## src/source/pcomp_settings.svh

```systemverilog
//**************************************************
// address map, RAM depth and GPIO register offsets
//**************************************************

`ifndef PCOMP_SETTINGS_SVH
`define PCOMP_SETTINGS_SVH

`define PCOMP_ADDR_W 32

// word RAM, 4096 words
`define PCOMP_RAM_DEPTH 12
`define PCOMP_RAM_BASE 32'h0000_0000
`define PCOMP_RAM_MASK 32'h0000_3fff

// GPIO window, 16 bytes
`define PCOMP_GPIO_BASE 32'h9000_0000
`define PCOMP_GPIO_MASK 32'h0000_000f

// GPIO byte offsets
`define PCOMP_GPIO_LED 32'h0
`define PCOMP_GPIO_BTN 32'h4
`define PCOMP_GPIO_IRQ 32'h8

`endif

```

## src/source/pcomp_pkg.sv

```systemverilog
//**************************************************
// shared types: bus address, data word, AXI
// response code and the bridge FSM states
//**************************************************

`default_nettype none

`include "pcomp_settings.svh"

package pcomp_pkg;

    typedef logic [`PCOMP_ADDR_W-1:0] addr_t;

    typedef logic [31:0] word_t;

    // AXI response code
    typedef logic [1:0] resp_t;

    typedef enum logic [2:0] {
        idle,
        access,
        wait_ready,
        write_resp,
        read_resp
    } bridge_state_t;

endpackage

`default_nettype wire

```

## src/source/mbus_if.sv

```systemverilog
//**************************************************
// internal memory bus, master and slave modports
//**************************************************

`timescale 1ns/1ps
`default_nettype none

interface mbus_if
    import pcomp_pkg::*;
();

    // request, one-cycle we or rd pulse
    addr_t a;
    word_t d;
    logic  we;
    logic  rd;

    // response
    word_t spo;
    logic  ready;
    logic  err;

    modport master (
        output a, d, we, rd,
        input  spo, ready, err
    );

    modport slave (
        input  a, d, we, rd,
        output spo, ready, err
    );

endinterface

`default_nettype wire

```

## src/source/mmapper.sv

```systemverilog
//**************************************************
// memory mapper: RAM and GPIO decode, response
// mux and unmapped access error
//**************************************************

`timescale 1ns/1ps
`default_nettype none

`include "pcomp_settings.svh"

module mmapper
    import pcomp_pkg::*;
(
    mbus_if.slave  cpu,
    mbus_if.master ram,
    mbus_if.master gpio
);

    logic sel_ram;
    logic sel_gpio;
    logic sel_none;
    logic pulse;

    assign sel_ram  = (cpu.a & ~`PCOMP_RAM_MASK) == `PCOMP_RAM_BASE;
    assign sel_gpio = (cpu.a & ~`PCOMP_GPIO_MASK) == `PCOMP_GPIO_BASE;
    assign sel_none = !sel_ram && !sel_gpio;
    assign pulse    = cpu.we || cpu.rd;

    // word index inside each window
    assign ram.a  = (cpu.a & `PCOMP_RAM_MASK) >> 2;
    assign ram.d  = cpu.d;
    assign ram.we = cpu.we && sel_ram;
    assign ram.rd = cpu.rd && sel_ram;

    assign gpio.a  = (cpu.a & `PCOMP_GPIO_MASK) >> 2;
    assign gpio.d  = cpu.d;
    assign gpio.we = cpu.we && sel_gpio;
    assign gpio.rd = cpu.rd && sel_gpio;

    always_comb begin
        if (sel_ram) begin
            cpu.spo   = ram.spo;
            cpu.ready = ram.ready;
        end else if (sel_gpio) begin
            cpu.spo   = gpio.spo;
            cpu.ready = gpio.ready;
        end else begin
            // nothing there, answer at once
            cpu.spo   = '0;
            cpu.ready = pulse;
        end
    end

    assign cpu.err = sel_none && pulse;

endmodule

`default_nettype wire

```

## src/flat_wrapper.sv

```systemverilog
// flat-port wrapper written by rule: the top's interface ports become plain ports
module mmapper_flat import pcomp_pkg::*;
  (cpu_a, cpu_d, cpu_we, cpu_rd, cpu_spo, cpu_ready, cpu_err, ram_a, ram_d, ram_we, ram_rd, ram_spo, ram_ready, ram_err, gpio_a, gpio_d, gpio_we, gpio_rd, gpio_spo, gpio_ready, gpio_err);
  mbus_if cpu_i ();
  mbus_if ram_i ();
  mbus_if gpio_i ();
  input wire logic [$bits(cpu_i.a)-1:0] cpu_a;
  input wire logic [$bits(cpu_i.d)-1:0] cpu_d;
  input wire logic [$bits(cpu_i.we)-1:0] cpu_we;
  input wire logic [$bits(cpu_i.rd)-1:0] cpu_rd;
  output wire logic [$bits(cpu_i.spo)-1:0] cpu_spo;
  output wire logic [$bits(cpu_i.ready)-1:0] cpu_ready;
  output wire logic [$bits(cpu_i.err)-1:0] cpu_err;
  output wire logic [$bits(ram_i.a)-1:0] ram_a;
  output wire logic [$bits(ram_i.d)-1:0] ram_d;
  output wire logic [$bits(ram_i.we)-1:0] ram_we;
  output wire logic [$bits(ram_i.rd)-1:0] ram_rd;
  input wire logic [$bits(ram_i.spo)-1:0] ram_spo;
  input wire logic [$bits(ram_i.ready)-1:0] ram_ready;
  input wire logic [$bits(ram_i.err)-1:0] ram_err;
  output wire logic [$bits(gpio_i.a)-1:0] gpio_a;
  output wire logic [$bits(gpio_i.d)-1:0] gpio_d;
  output wire logic [$bits(gpio_i.we)-1:0] gpio_we;
  output wire logic [$bits(gpio_i.rd)-1:0] gpio_rd;
  input wire logic [$bits(gpio_i.spo)-1:0] gpio_spo;
  input wire logic [$bits(gpio_i.ready)-1:0] gpio_ready;
  input wire logic [$bits(gpio_i.err)-1:0] gpio_err;
  assign cpu_i.a = cpu_a;
  assign cpu_i.d = cpu_d;
  assign cpu_i.we = cpu_we;
  assign cpu_i.rd = cpu_rd;
  assign cpu_spo = cpu_i.spo;
  assign cpu_ready = cpu_i.ready;
  assign cpu_err = cpu_i.err;
  assign ram_a = ram_i.a;
  assign ram_d = ram_i.d;
  assign ram_we = ram_i.we;
  assign ram_rd = ram_i.rd;
  assign ram_i.spo = ram_spo;
  assign ram_i.ready = ram_ready;
  assign ram_i.err = ram_err;
  assign gpio_a = gpio_i.a;
  assign gpio_d = gpio_i.d;
  assign gpio_we = gpio_i.we;
  assign gpio_rd = gpio_i.rd;
  assign gpio_i.spo = gpio_spo;
  assign gpio_i.ready = gpio_ready;
  assign gpio_i.err = gpio_err;
  mmapper u_core (.cpu(cpu_i), .ram(ram_i), .gpio(gpio_i));
endmodule
```

## config.mk

```make
export PLATFORM = sky130hd
export DESIGN_NAME = mmapper_flat
export DESIGN_NICKNAME = d
export VERILOG_FILES = /design/src/source/pcomp_pkg.sv /design/src/source/mbus_if.sv /design/src/source/mmapper.sv /design/src/flat_wrapper.sv
export VERILOG_INCLUDE_DIRS = /design/src /design/src/source
export SDC_FILE = /design/constraint.sdc
export NUM_CORES = 1
export LEC_CHECK = 0
export BUFFER_PORTS_ARGS = -buffer_cell sky130_fd_sc_hd__buf_2
export CORE_AREA = 2 2 115 117
export DETAILED_ROUTE_END_ITERATION = 10
export DIE_AREA = 0 0 117 119
export GPL_TIMING_DRIVEN = 1
export PLACE_DENSITY = 0.48
export SYNTH_ARGS = -nofsm -noshare
export SYNTH_HDL_FRONTEND = slang
export SYNTH_SLANG_ARGS = --single-unit
```

## constraint.sdc

```tcl
create_clock -name vclk -period 1.25
set_input_delay 0.125 -clock vclk [all_inputs]
set_output_delay 0.125 -clock vclk [all_outputs]
set_load 0.02 [all_outputs]
```

==> run_results.csv <==
group,metric,value,unit
finish,final_cell_area,0.00234,mm^2
detailed_routing,vias_per_cell,3.42,
global_routing,antenna_found_initial,0,
placed_design,dp_hpwl,4.63,mm
critical_path,cp-start-kind,"input port",
min_path,min_path_type,"in -> out",
critical_path,cp.arrival,1.36,ns
yosys,synthAdderAreaFrac,0,
critical_path,required,1.12,ns
critical_path,critPathMaxStageDelay,0.33,ns
critical_path,startpoint,"cpu_a[5]",
timing,slew_violations,0,
critical_path,cp_max_fo,7,
finish,design.seq.count,0,
die,die_h,119,um
detailed_routing,drt_iter0_markers,32,
finish,multi_input_comb_area,951,um^2
finish,layout.nets,431,
yosys,synth.area.top_cells,"buf_4 (62%), a22oi_1 (16%), nor2_1 (8.4%), buf_6 (4.3%), nor4_2 (2.4%)",
outcome,violations,"setup timing",
detailed_routing,top_layer,"met4",
clocking,hold_buffers,0,
yosys,yosysUniqueCellTypes,14,
yosys,yosys-top-cells-count,"buf_4 (129), nor2_1 (35), a22oi_1 (33)",
placed_design,place_congestion,0.640,
critical_path,crit_family,"simple AND/OR/NAND/NOR gates",
finish,fill_cells,1448,
timing,setup_viol,38,
yosys,synth_top_family_by_area,"buffers and inverters",
yosys,synth_most_common_cell,"buf_4",
die,die-area,0.0139,mm^2
timing,fmax,673,MHz
finish,fin_util,0.181,
global_routing,grt_pass1_wl,7.96,mm
yosys,synthMuxAreaShare,0,
detailed_routing,drt_pass1_iterations,4,
finish,diodes,0,
detailed_routing,drc_errors,0,
critical_path,cp_slowest_cell,"and3_4",
die,core_area,0.0129,mm^2
placed_design,place_area,0.00176,mm^2
yosys,yosysTopAreaCellShare,0.618,
finish,final-seq-area,0,um^2
yosys,syn_area_per_cell,7.02,um^2
die,num_rows,42,
yosys,synth-simple-area-share,0.160,
timing,hold_viol_final,0,
yosys,synth_cells,223,
die,io_pins,300,
power_and_ir_drop,peakVddDrop,0.0792,mV
yosys,yosys_warnings,0,
finish,synthToLayoutAreaGrowth,49.1,%
die,die_w,117,um
global_routing,grt_max_degree,37,
detailed_routing,vias,1612,
yosys,synthXorXnorAreaFrac,0,
critical_path,critPathKind,"in -> out",
critical_path,end_kind,"output pin",
critical_path,crit_end,"cpu_spo[30]",
yosys,syn_area,0.00157,mm^2
timing,layout_setup_ws,-0.235,ns
global_routing,grt_remaining_overflow,0,
die,start_util,0.122,
timing,fin_crit_sh,1.19,
global_routing,grt_pass1_vias,1383,
yosys,synth-seq-area-share,0,
timing,rsz0062_at_grt,"yes",
detailed_routing,wirelength,6.81,mm
finish,drive_gt1_frac,0.661,
detailed_routing,dr_wl_met3,652,um
outcome,status,"finished with violations",
placed_design,portBuffers,144,
timing,period_minus_slack,1.49,ns
global_routing,track_usage,0.0768,
critical_path,crit_cells,7,
power_and_ir_drop,pwr_density_cell,212,mW/mm^2
finish,clockBufferCount,0,
detailed_routing,met1_length,2.42,mm
flow_run,maxCapViolCount,0,
detailed_routing,ant_nets,0,
power_and_ir_drop,p_leak,0.00108,uW
critical_path,crit_chain,"buf_8, nor4bb_4, and3_4, clkbuf_16, a22oi_1, nor2_1, buf_4",
yosys,synth_compound_area_frac,0.167,
detailed_routing,avgRoutedWirePerCell,14.4,um
yosys,synth_top_cell_by_area,"buf_4",
critical_path,path_buf_inv,3,
power_and_ir_drop,fin_total_pwr,494,uW
detailed_routing,wl_met2,3.54,mm
-- cell usage in the layout (no fill, tap or decap) --
cell type  instances
clkbuf_16          2
nor2_1            18
o22ai_1            1
nand4_4            1
and4_4             1
nor2_4            16
nor4_2             1
buf_16             1
conb_1            50
buf_8              1
buf_6             31
buf_4             25
a22oi_2            6
nor2_2             1
and3_1             3
o21a_1             1
buf_12             2
nor4bb_4           1
and3_4             2
buf_2             99
nor4_4             5
a22oi_1           27
-- power breakdown --
group	total, uW	internal [uW]	switching [uW]
registers	0	0	0
clock network	0	0	0
logic	494	192	302
total	494	192	302
-- worst min-delay path by stage --
| stage | end | cells past startpoint | start |
|---|---|---|---|
| 2_1_floorplan | gpio_a[0] | 1 | cpu_a[2] |
| 3_3_place_gp | gpio_d[0] | 0 | cpu_d[0] |
| 3_5_place_dp | gpio_d[0] | 0 | cpu_d[0] |
| 4_1_cts | gpio_d[0] | 0 | cpu_d[0] |
| 5_1_grt | ram_d[23] | 0 | cpu_d[23] |
| 6_report | ram_d[12] | 0 | cpu_d[12] |
-- routing by layer --
layer / GRT usage / vias up
li1: - / 720
met3: 0.0127 / 31
met2: 0.156 / 148
met4: 0.0221 / 0
met1: 0.0772 / 713
met5: 0 / -
-- layout make-up --
type | instances | share of cell area
multi-input combinational | 134 | 0.407
timing repair buffer | 161 | 0.499
tap | 176 | 0.0943
-- cell families after synthesis --
kind of cell	Yosys count
AOI/OAI and AO/OA	35
buffers and inverters	138
other	1
and+or+nand+nor	49
-- through the flow --
| step | instances | setup TNS [ns] | hold slack, ns | worst slack [ns] |
|---|---|---|---|---|
| after detailed placement | 464 | -7.81 | 0.250 | -0.256 |
| after global placement | 464 | -7.95 | 0.250 | -0.273 |
| after global routing | 471 | -10.64 | 0.250 | -0.327 |
| final | 471 | -7.71 | 0.250 | -0.235 |
| after floorplan | 272 | -2.00 | 0.363 | -0.0663 |
| after CTS | 469 | -8.31 | 0.250 | -0.247 |
-- what timing repair did --
action                                  4_1_cts  5_1_grt
gates cloned                                  3        3
buffers inserted                              2        1
gates resized for setup                      65       59
pin swaps                                     4       22
endpoints found under the setup margin       38       38
Power figures use the tool's default switching activity.
