$ cat src/source/pcomp_settings.svh
//**************************************************
// address map, RAM depth and GPIO register offsets
//**************************************************

`ifndef PCOMP_SETTINGS_SVH
`define PCOMP_SETTINGS_SVH

`define PCOMP_ADDR_W 32

// word RAM, 4096 words
`define PCOMP_RAM_DEPTH 12
`define PCOMP_RAM_BASE 32'h0000_0000
`define PCOMP_RAM_MASK 32'h0000_3fff

// GPIO window, 16 bytes
`define PCOMP_GPIO_BASE 32'h9000_0000
`define PCOMP_GPIO_MASK 32'h0000_000f

// GPIO byte offsets
`define PCOMP_GPIO_LED 32'h0
`define PCOMP_GPIO_BTN 32'h4
`define PCOMP_GPIO_IRQ 32'h8

`endif

$ cat src/source/pcomp_pkg.sv
//**************************************************
// shared types: bus address, data word, AXI
// response code and the bridge FSM states
//**************************************************

`default_nettype none

`include "pcomp_settings.svh"

package pcomp_pkg;

    typedef logic [`PCOMP_ADDR_W-1:0] addr_t;

    typedef logic [31:0] word_t;

    // AXI response code
    typedef logic [1:0] resp_t;

    typedef enum logic [2:0] {
        idle,
        access,
        wait_ready,
        write_resp,
        read_resp
    } bridge_state_t;

endpackage

`default_nettype wire

$ cat src/source/mbus_if.sv
//**************************************************
// internal memory bus, master and slave modports
//**************************************************

`timescale 1ns/1ps
`default_nettype none

interface mbus_if
    import pcomp_pkg::*;
();

    // request, one-cycle we or rd pulse
    addr_t a;
    word_t d;
    logic  we;
    logic  rd;

    // response
    word_t spo;
    logic  ready;
    logic  err;

    modport master (
        output a, d, we, rd,
        input  spo, ready, err
    );

    modport slave (
        input  a, d, we, rd,
        output spo, ready, err
    );

endinterface

`default_nettype wire

$ cat src/source/axil_bridge.sv
//**************************************************
// AXI4-Lite slave to internal bus bridge
// one transaction in flight, writes win a tie
//**************************************************

`timescale 1ns/1ps
`default_nettype none

module axil_bridge
    import pcomp_pkg::*;
(
    input  logic   clk_main,
    input  logic   reset,

    input  addr_t  awaddr,
    input  logic   awvalid,
    output logic   awready,
    input  word_t  wdata,
    input  logic   wvalid,
    output logic   wready,
    output resp_t  bresp,
    output logic   bvalid,
    input  logic   bready,

    input  addr_t  araddr,
    input  logic   arvalid,
    output logic   arready,
    output word_t  rdata,
    output resp_t  rresp,
    output logic   rvalid,
    input  logic   rready,

    mbus_if.master bus
);

    localparam resp_t resp_okay   = 2'b00;
    localparam resp_t resp_slverr = 2'b10;

    bridge_state_t state;
    bridge_state_t state_next;

    logic  write_go;
    logic  read_go;
    logic  write_q;
    addr_t addr_q;
    word_t wdata_q;
    word_t rdata_q;
    logic  err_q;

    // both write channels present, only in idle
    assign write_go = (state == idle) && awvalid && wvalid;
    assign read_go  = (state == idle) && arvalid && !(awvalid && wvalid);

    assign awready = write_go;
    assign wready  = write_go;
    assign arready = read_go;

    always_comb begin
        state_next = state;
        case (state)
            idle: begin
                if (write_go || read_go) begin
                    state_next = access;
                end
            end
            access, wait_ready: begin
                if (bus.ready) begin
                    state_next = write_q ? write_resp : read_resp;
                end else begin
                    state_next = wait_ready;
                end
            end
            write_resp: begin
                if (bready) begin
                    state_next = idle;
                end
            end
            read_resp: begin
                if (rready) begin
                    state_next = idle;
                end
            end
            default: state_next = idle;
        endcase
    end

    always_ff @(posedge clk_main) begin
        if (reset) begin
            state   <= idle;
            write_q <= 1'b0;
        end else begin
            state <= state_next;
            if (write_go || read_go) begin
                write_q <= write_go;
            end
        end
    end

    // request latch and response capture
    always_ff @(posedge clk_main) begin
        if (write_go) begin
            addr_q  <= awaddr;
            wdata_q <= wdata;
        end else if (read_go) begin
            addr_q <= araddr;
        end
        if ((state == access || state == wait_ready) && bus.ready) begin
            rdata_q <= bus.spo;
            err_q   <= bus.err;
        end
    end

    assign bus.a  = addr_q;
    assign bus.d  = wdata_q;
    assign bus.we = (state == access) && write_q;
    assign bus.rd = (state == access) && !write_q;

    // response path, held until taken
    assign bvalid = (state == write_resp);
    assign rvalid = (state == read_resp);
    assign bresp  = err_q ? resp_slverr : resp_okay;
    assign rresp  = err_q ? resp_slverr : resp_okay;
    assign rdata  = rdata_q;

endmodule

`default_nettype wire

$ cat src/flat_wrapper.sv
// flat-port wrapper written by rule: the top's interface ports become plain ports
module axil_bridge_flat import pcomp_pkg::*;
  (clk_main, reset, awaddr, awvalid, awready, wdata, wvalid, wready, bresp, bvalid, bready, araddr, arvalid, arready, rdata, rresp, rvalid, rready, bus_a, bus_d, bus_we, bus_rd, bus_spo, bus_ready, bus_err);
  mbus_if bus_i ();
  input  logic clk_main;
  input  logic reset;
  input  addr_t awaddr;
  input  logic awvalid;
  output logic awready;
  input  word_t wdata;
  input  logic wvalid;
  output logic wready;
  output resp_t bresp;
  output logic bvalid;
  input  logic bready;
  input  addr_t araddr;
  input  logic arvalid;
  output logic arready;
  output word_t rdata;
  output resp_t rresp;
  output logic rvalid;
  input  logic rready;
  output wire logic [$bits(bus_i.a)-1:0] bus_a;
  output wire logic [$bits(bus_i.d)-1:0] bus_d;
  output wire logic [$bits(bus_i.we)-1:0] bus_we;
  output wire logic [$bits(bus_i.rd)-1:0] bus_rd;
  input wire logic [$bits(bus_i.spo)-1:0] bus_spo;
  input wire logic [$bits(bus_i.ready)-1:0] bus_ready;
  input wire logic [$bits(bus_i.err)-1:0] bus_err;
  assign bus_a = bus_i.a;
  assign bus_d = bus_i.d;
  assign bus_we = bus_i.we;
  assign bus_rd = bus_i.rd;
  assign bus_i.spo = bus_spo;
  assign bus_i.ready = bus_ready;
  assign bus_i.err = bus_err;
  axil_bridge u_core (.clk_main(clk_main), .reset(reset), .awaddr(awaddr), .awvalid(awvalid), .awready(awready), .wdata(wdata), .wvalid(wvalid), .wready(wready), .bresp(bresp), .bvalid(bvalid), .bready(bready), .araddr(araddr), .arvalid(arvalid), .arready(arready), .rdata(rdata), .rresp(rresp), .rvalid(rvalid), .rready(rready), .bus(bus_i));
endmodule
$ cat config.mk
export PLATFORM = sky130hd
export DESIGN_NAME = axil_bridge_flat
export DESIGN_NICKNAME = d
export VERILOG_FILES = /design/src/source/pcomp_pkg.sv /design/src/source/mbus_if.sv /design/src/source/axil_bridge.sv /design/src/flat_wrapper.sv
export VERILOG_INCLUDE_DIRS = /design/src /design/src/source
export SDC_FILE = /design/constraint.sdc
export NUM_CORES = 1
export LEC_CHECK = 0
export BUFFER_PORTS_ARGS = -buffer_cell sky130_fd_sc_hd__clkbuf_2
export CAP_MARGIN = 20
export CORE_ASPECT_RATIO = 0.5
export CORE_MARGIN = 5
export CORE_UTILIZATION = 42
export CTS_CLUSTER_DIAMETER = 100
export DETAILED_ROUTE_END_ITERATION = 12
export PLACE_DENSITY = 0.83
export SETUP_SLACK_MARGIN = 0.3
export SYNTH_ARGS = -nofsm -noshare
export SYNTH_HDL_FRONTEND = slang
export SYNTH_SLANG_ARGS = --single-unit
export TNS_END_PERCENT = 1
$ cat constraint.sdc
create_clock -name clk_main -period 4.9 [get_ports clk_main]
set_input_delay 0.98 -clock clk_main [delete_from_list [all_inputs] [get_ports clk_main]]
set_output_delay 0.98 -clock clk_main [all_outputs]
set_load 0.02 [all_outputs]
==> key figures, run 1 <==
Status
  – Outcome: completed

Synth
  – Seq/Total Area, Yosys: 78.5%
  – Netlist cell types: 32
  – Post-Syn Instances: 175
  – Synth warn: 0
  – Post-synth design cell area: 3810 um2
  – Number of flops mapped to enable cells by yosys: 97
  – Synth Area per Inst: about 22 um2
  – Yosys reg bits: 101
  – Synth async-reset ratio: 0%
  – Post-synth top flop: edfxtp_1

Power
  – Pwr per Cell Area: 416 nW/um2
  – Leak: 2.38 nW
  – IR drop worst, VDD: approximately 0.00020 V

Setup path
  – CP max-delay cell: and3_4
  – CP peak stage delay: 320 ps
  – Crit path cell chain: clkbuf_2 > and3_4 > clkbuf_2
  – Worst setup SP type: input pin
  – Worst path bufs/invs: 2
  – Crit path kind: input pin to output port
  – WP data arrival: between 1500 and 2000 ps
  – CP top delay family: buffers and inverters
  – Crit path required time: about 4000 ps
  – Critical path's most frequent cell: clkbuf_2
  – Crit. End Element: output port
  – R2R Setup Slk: approximately 2500 ps
  – Worst-path fanout max: 15

Floorplanning
  – Die Span Y: 77.4 um
  – I/O pin count: ~240
  – DIE AREA: about 11000 um2
  – Initial Util: a little over two fifths
  – Row count: 24
  – DIE WIDTH: between 100 and 150 um
  – Area of the core: 8770 um2

Route
  – Wire per inst: ~18 um
  – Total number of vias: about 2400
  – Final WL: a little under 10 mm
  – Drt pass-1 iters: 4
  – 1st-iter DRT viols: ~140
  – Remaining antenna violation count after routing: 0
  – Vias per inst: about 4.5
  – DRC Markers: 0

Layout
  – Filler instances: 703
  – Layout cell share with drive strength beyond 1: between 60 and 70%
  – Most frequent cells in the layout: 241 x clkbuf_2, 97 x edfxtp_1, 27 x mux2_4, 9 x clkbuf_16, 5 x mux2_2
  – Finished Cell Area: about 5300 um2
  – Area grow syn2layout: 39.5%
  – N_diodes: 0
  – Nets@finish: ~560
  – Commonest non-fill, non-tap cell in the layout: clkbuf_2

Clocking
  – Cts hold-fix bufs: 0
  – Clock transition at path regs: around 60 ps
  – Postcts setup bufs: 0
  – CTS buffer count: 9
  – Clock tree buffer depth: 2
  – # resized after CTS: 0
  – CTS tree: yes
  – H-Tree Depth: 3
  – Skew-Pair Late Insertion Delay: about 340 ps
  – Root Driver: clkbuf_16
  – Sink Count: approximately 100

Timing
  – WHS: about 600 ps
  – Slew Limit Headroom: between 40 and 50%
  – Unrepaired setup endpoints after global routing: no
  – Final min period: about 2600 ps
  – Slew Limit Fails: 0
  – Tcrit/Tclk final: 53.4%
  – Max Freq: about 380 MHz
  – Final setup fails: 0
  – Setup TNS: 0 ps
  – Worst Tran Pin Value: 803 ps
  – Clock skew: 6.67 ps
  – Final Hold Viols: 0

GRT
  – Largest net degree at the start of global routing: 55
  – Initial antenna violation count: 0
  – Remaining global-route overflow: 0
  – Gr usage total: roughly 17%
  – Vias in the first global route: approximately 2700
  – First-pass GRT wire length: between 10 and 15 mm

Placement
  – Placed cell area: a little over 5000 um2
  – HPWL Detailed: ~8 mm
  – Routability Congestion: approximately 0.87
  – Buffers on Ports: 241

Min path
  – Worst min-delay path class: flip-flop to flip-flop

Job
  – Max-cap viol count: 0
[cell usage after synthesis (2+ instances only)]
cell      instances  area share, %
nand2_1           2           0.20
a211oi_1          3           0.59
mux2_4           27             11
mux2_2            5            1.5
nor4b_1           3           0.69
edfxtp_1         97             76
buf_12            4            2.1
inv_1             2           0.20
dfxtp_1           4            2.1
buf_4             6            1.2
[where the power goes]
group / internal (mW) / switching [mW]
combinational: 0.167 / 0.273
clock: 0.345 / 0.307
sequential: 1.08 / 0.0385
[worst paths after layout]
kind,end,cells past startpoint,start
max,wready,3,wvalid
min,u_core.write_q,1,u_core.write_q
max reg2reg,u_core.bus.a[15],4,u_core.state[1]
min reg2reg,u_core.write_q,1,u_core.write_q
[cell type report]
cell class              instances  area [um2]  share of cell area (%)
flip-flops and latches        101        2990                    56.3
multi-input cells              61         679                    12.8
clock buffers                   9         225                    4.23
well taps                     117         146                    2.75
clock inverters                 6        46.3                   0.870
inverters                       2        7.51                   0.141
repair buffers                243        1220                    23.0
[cells by family (layout without fill, tap and decap cells)]
family	Yosys count	in the layout	share of synthesized area (%)
AOI/OAI and AO/OA	10	10	1.90
buffers and inverters	14	260	3.91
DFF	101	101	78.5
xor gates and xnor gates	1	1	0.230
muxes	32	32	12.1
other	1	2	0.0984
and+or+nand+nor	16	16	3.25
[routing by layer]
metal	vias to the layer above	global-route usage, %	part of all wire [%]
li1	1163	-	-
met1	1158	18.3	35
met2	84	32.6	58
met3	26	4.67	4.9
met4	0	6.33	2.9
met5	-	0	0
[worst register-to-register path: cells and delay by family (launching register included)]
family	cells	cell delay, ps
muxes	1	390
DFF	1	430
buffers and inverters	1	690
and+or+nand+nor	2	620
[metrics by stage]
step | power (mW) | worst slack, ps | std cells | util, %
2_1_floorplan | 1.42 | 1060 | 176 | -
3_3_place_gp | 1.57 | 2210 | 524 | 57.6
3_5_place_dp | 1.59 | 2150 | 524 | 57.6
4_1_cts | 2.23 | 2280 | 539 | 60.7
5_1_grt | 2.31 | 2220 | 539 | 60.7
6_report | 2.21 | 2280 | 539 | 60.7
[state kept, by name, summed over array words and instances, names as in the netlist]
name	count
u_core.bus.a	32
u_core.bus.d	32
u_core.err_q	1
u_core.rdata	32
u_core.state	3
u_core.write_q	1
Power figures use the tool's default switching activity.
==> run 2: changes to the inputs <==
--- a/config.mk
+++ b/config.mk
@@ -6,6 +6,7 @@
 export SDC_FILE = /design/constraint.sdc
 export NUM_CORES = 1
 export LEC_CHECK = 0
+export ABC_AREA = 1
 export BUFFER_PORTS_ARGS = -buffer_cell sky130_fd_sc_hd__clkbuf_2
 export CAP_MARGIN = 20
 export CORE_ASPECT_RATIO = 0.5
@@ -13,7 +14,7 @@
 export CORE_UTILIZATION = 42
 export CTS_CLUSTER_DIAMETER = 100
 export DETAILED_ROUTE_END_ITERATION = 12
-export PLACE_DENSITY = 0.83
+export PLACE_DENSITY = 0.84
 export SETUP_SLACK_MARGIN = 0.3
 export SYNTH_ARGS = -nofsm -noshare
 export SYNTH_HDL_FRONTEND = slang
==> constraint.sdc (replaced) <==
create_clock -name clk_main -period 2.7 [get_ports clk_main]
set_input_delay 0.54 -clock clk_main [delete_from_list [all_inputs] [get_ports clk_main]]
set_output_delay 0.54 -clock clk_main [all_outputs]
set_load 0.02 [all_outputs]
==> key figures, run 2 <==
Power
  – Leak: 2.53 nW (+6.5%)
  – IR drop worst, VDD: 0.000411 V (+110%)
  – Pwr per Cell Area: 794 nW/um2 (+91%)

Synth
  – Synth Area per Inst: 14.3 um2 (-34%)
  – Most common cell in the netlist: nand2_1
  – Synth top cells by count: 105 x nand2_1, 97 x edfxtp_1, 12 x inv_1
  – Number of flops mapped to enable cells by yosys: 97 (unchanged)
  – Seq/Total Area, Yosys: 81.6% (+3.1 points)
  – Synth async-reset ratio: 0% (unchanged)
  – Yosys reg bits: 101 (unchanged)
  – Area leader, netlist: edfxtp_1
  – Post-synth design cell area: 3670 um2 (-3.8%)
  – Post-Syn Instances: 256 (+46%)
  – Synth warn: 0 (unchanged)
  – Netlist cell types: 17 (-47%)
  – Yosys top cell area share: 79.4% (+3.0 points)
  – Top cells by area in the synthesized netlist: edfxtp_1 79%, nand2_1 11%, dfxtp_1 2.2%, inv_1 1.2%, buf_4 1.0%
  – Post-synth top flop: edfxtp_1

Setup path
  – Crit path kind: flip-flop to output port
  – Worst-path fanout max: 35 (+20)
  – Worst path bufs/invs: 3 (+1)
  – Worst setup SP type: flip-flop
  – CP max-delay cell: dfxtp_1
  – CP top delay family: buffers and inverters
  – Crit path cell chain: nor2_4 > nand2_2 > inv_4 > nand2_8 > inv_6 > clkbuf_2
  – WP data arrival: 1650 ps (about the same)
  – Crit path required time: 2160 ps (-1760 ps)
  – Crit. End Element: output port
  – CP peak stage delay: 360 ps (+40 ps)

Clocking
  – Cts hold-fix bufs: 0 (unchanged)
  – Root Driver: clkbuf_16
  – Skew-Pair Late Insertion Delay: 330 ps (about the same)
  – H-Tree Depth: 3 (unchanged)
  – Clock tree buffer depth: 2 (unchanged)
  – CTS tree: yes
  – Sink Count: 101 (unchanged)
  – CTS buffer count: 9 (unchanged)
  – Clock transition at path regs: 70 ps (about the same)

Timing
  – Final Hold Viols: 0 (unchanged)
  – Final min period: approximately 2200 ps
  – Max Freq: between 400 and 500 MHz
  – Unrepaired setup endpoints after global routing: no
  – Clock skew: 2.69 ps (-3.97 ps)
  – Final setup fails: 0 (unchanged)
  – Slew Limit Fails: 0 (unchanged)
  – Setup TNS: 0 ps (unchanged)
  – Tcrit/Tclk final: 81.1%
  – Fin worst setup slack: 509 ps (-1770 ps)
  – WHS: 382 ps (-218 ps)

Placement
  – Routability Congestion: 0.809 (-7.5%)
  – DP Worst Slack: 540 ps (-1610 ps)
  – HPWL Detailed: 8.12 mm (+4.1%)
  – Placed cell area: 4970 um2 (-1.6%)
  – Placed Cells: 607 (+16%)
  – Buffers on Ports: 241 (unchanged)

Floorplanning
  – Initial Util: 42.6% (-0.91 points)
  – I/O pin count: 244 (unchanged)
  – Area of the core: 8620 um2 (-1.7%)
  – Die Span Y: 76.1 um (-1.7%)
  – DIE WIDTH: 142 um (-1.8%)
  – DIE AREA: 10800 um2 (-3.4%)
  – Row count: 24 (unchanged)

Layout
  – Layout cell share with drive strength beyond 1: 52.2% (-18 points)
  – N_diodes: 0 (unchanged)
  – Final cell count without fillers: 621 (+15%)
  – Most frequent cells in the layout: 241 x clkbuf_2, 105 x nand2_1, 97 x edfxtp_1, 12 x inv_1, 9 x clkbuf_16
  – Finished Cell Area: 5270 um2 (-0.87%)
  – Nets@finish: 638 (+15%)
  – Area grow syn2layout: 43.7%
  – Commonest non-fill, non-tap cell in the layout: clkbuf_2

GRT
  – Initial antenna violation count: 0 (unchanged)
  – Remaining global-route overflow: 0 (unchanged)
  – Gr usage total: 18.9% (+1.7 points)
  – Vias in the first global route: 2840 (+6.6%)
  – First-pass GRT wire length: 15.6 mm (+8.5%)
  – Largest net degree at the start of global routing: 41 (-25%)

Route
  – 1st-iter DRT viols: 152 (+10%)
  – Wire per inst: 16.3 um (-9.3%)
  – Total number of vias: 2769 (+14%)
  – Drt pass-1 iters: 5 (+1)
  – DRC Markers: 0 (unchanged)
  – Remaining antenna violation count after routing: 0 (unchanged)
  – Final WL: 10.1 mm (+4.5%)
  – Vias per inst: 4.46 (-1.1%)

Status
  – Outcome: completed

Min path
  – Worst min-delay path class: input pin to flip-flop

Job
  – Max-cap viol count: 0 (unchanged)
## run 2: cell count changes after synthesis, sizes merged, moves of 6 or more
cell / delta
nand2: +105
inv: +13
nand3: +6
mux2: -32
nor2: +9
## run 2: timing repair
action                                 CTS  global route
buffers inserted                         0             0
setup endpoints to repair                0             1
endpoints found under the hold margin    0             0
gates resized for setup                  0             1
## run 2: power by group
| part | total (mW) | switching, mW | internal (mW) |
|---|---|---|---|
| Combinational | 0.836 | 0.582 | 0.254 |
| Clock | 1.31 | 0.514 | 0.798 |
| Sequential | 2.04 | 0.0631 | 1.97 |
## run 2: per-layer routing
layer / vias up / track usage, % / wire [um]
met5: - / 0 / 0
met3: 20 / 5.02 / 496
met1: 1314 / 21.0 / 3710
met4: 0 / 5.17 / 166
li1: 1348 / - / -
met2: 87 / 35.7 / 5770
## run 2: through the flow
stage                     util (%)  power (mW)
after CTS                     61.1        4.23
final                         61.2        4.19
after global routing          61.2        4.38
after global placement        57.7        2.89
after detailed placement      57.7        2.92
after floorplan                  -        2.56
## run 2: final timing paths
path / from / to / slack (ps) / depth (start not counted)
min: wdata[18] / u_core.bus.d[18] / 380 / 1
min reg2reg: u_core.state[2] / u_core.state[2] / 580 / 2
max reg2reg: u_core.state[0] / u_core.bus.a[0] / 820 / 8
max: u_core.state[0] / awready / 510 / 6
## run 2: cells by family after synthesis
logic type             count (synthesis)  share of synthesized area, %
other                                  1                         0.102
AO/OA/AOI/OAI                          2                         0.273
flip-flops                           101                          81.6
AND/OR/NAND/NOR                      126                          14.0
buffers and inverters                 26                          4.02
## run 2: area by class of cell
cell class,instances,area [um2]
inverters,15,63.8
clock inverters,5,76.3
well taps,117,146
fillers,713,3350
flip-flops and latches,101,2990
multi-input cells,130,539
repair buffers,244,1230
clock buffers,9,225
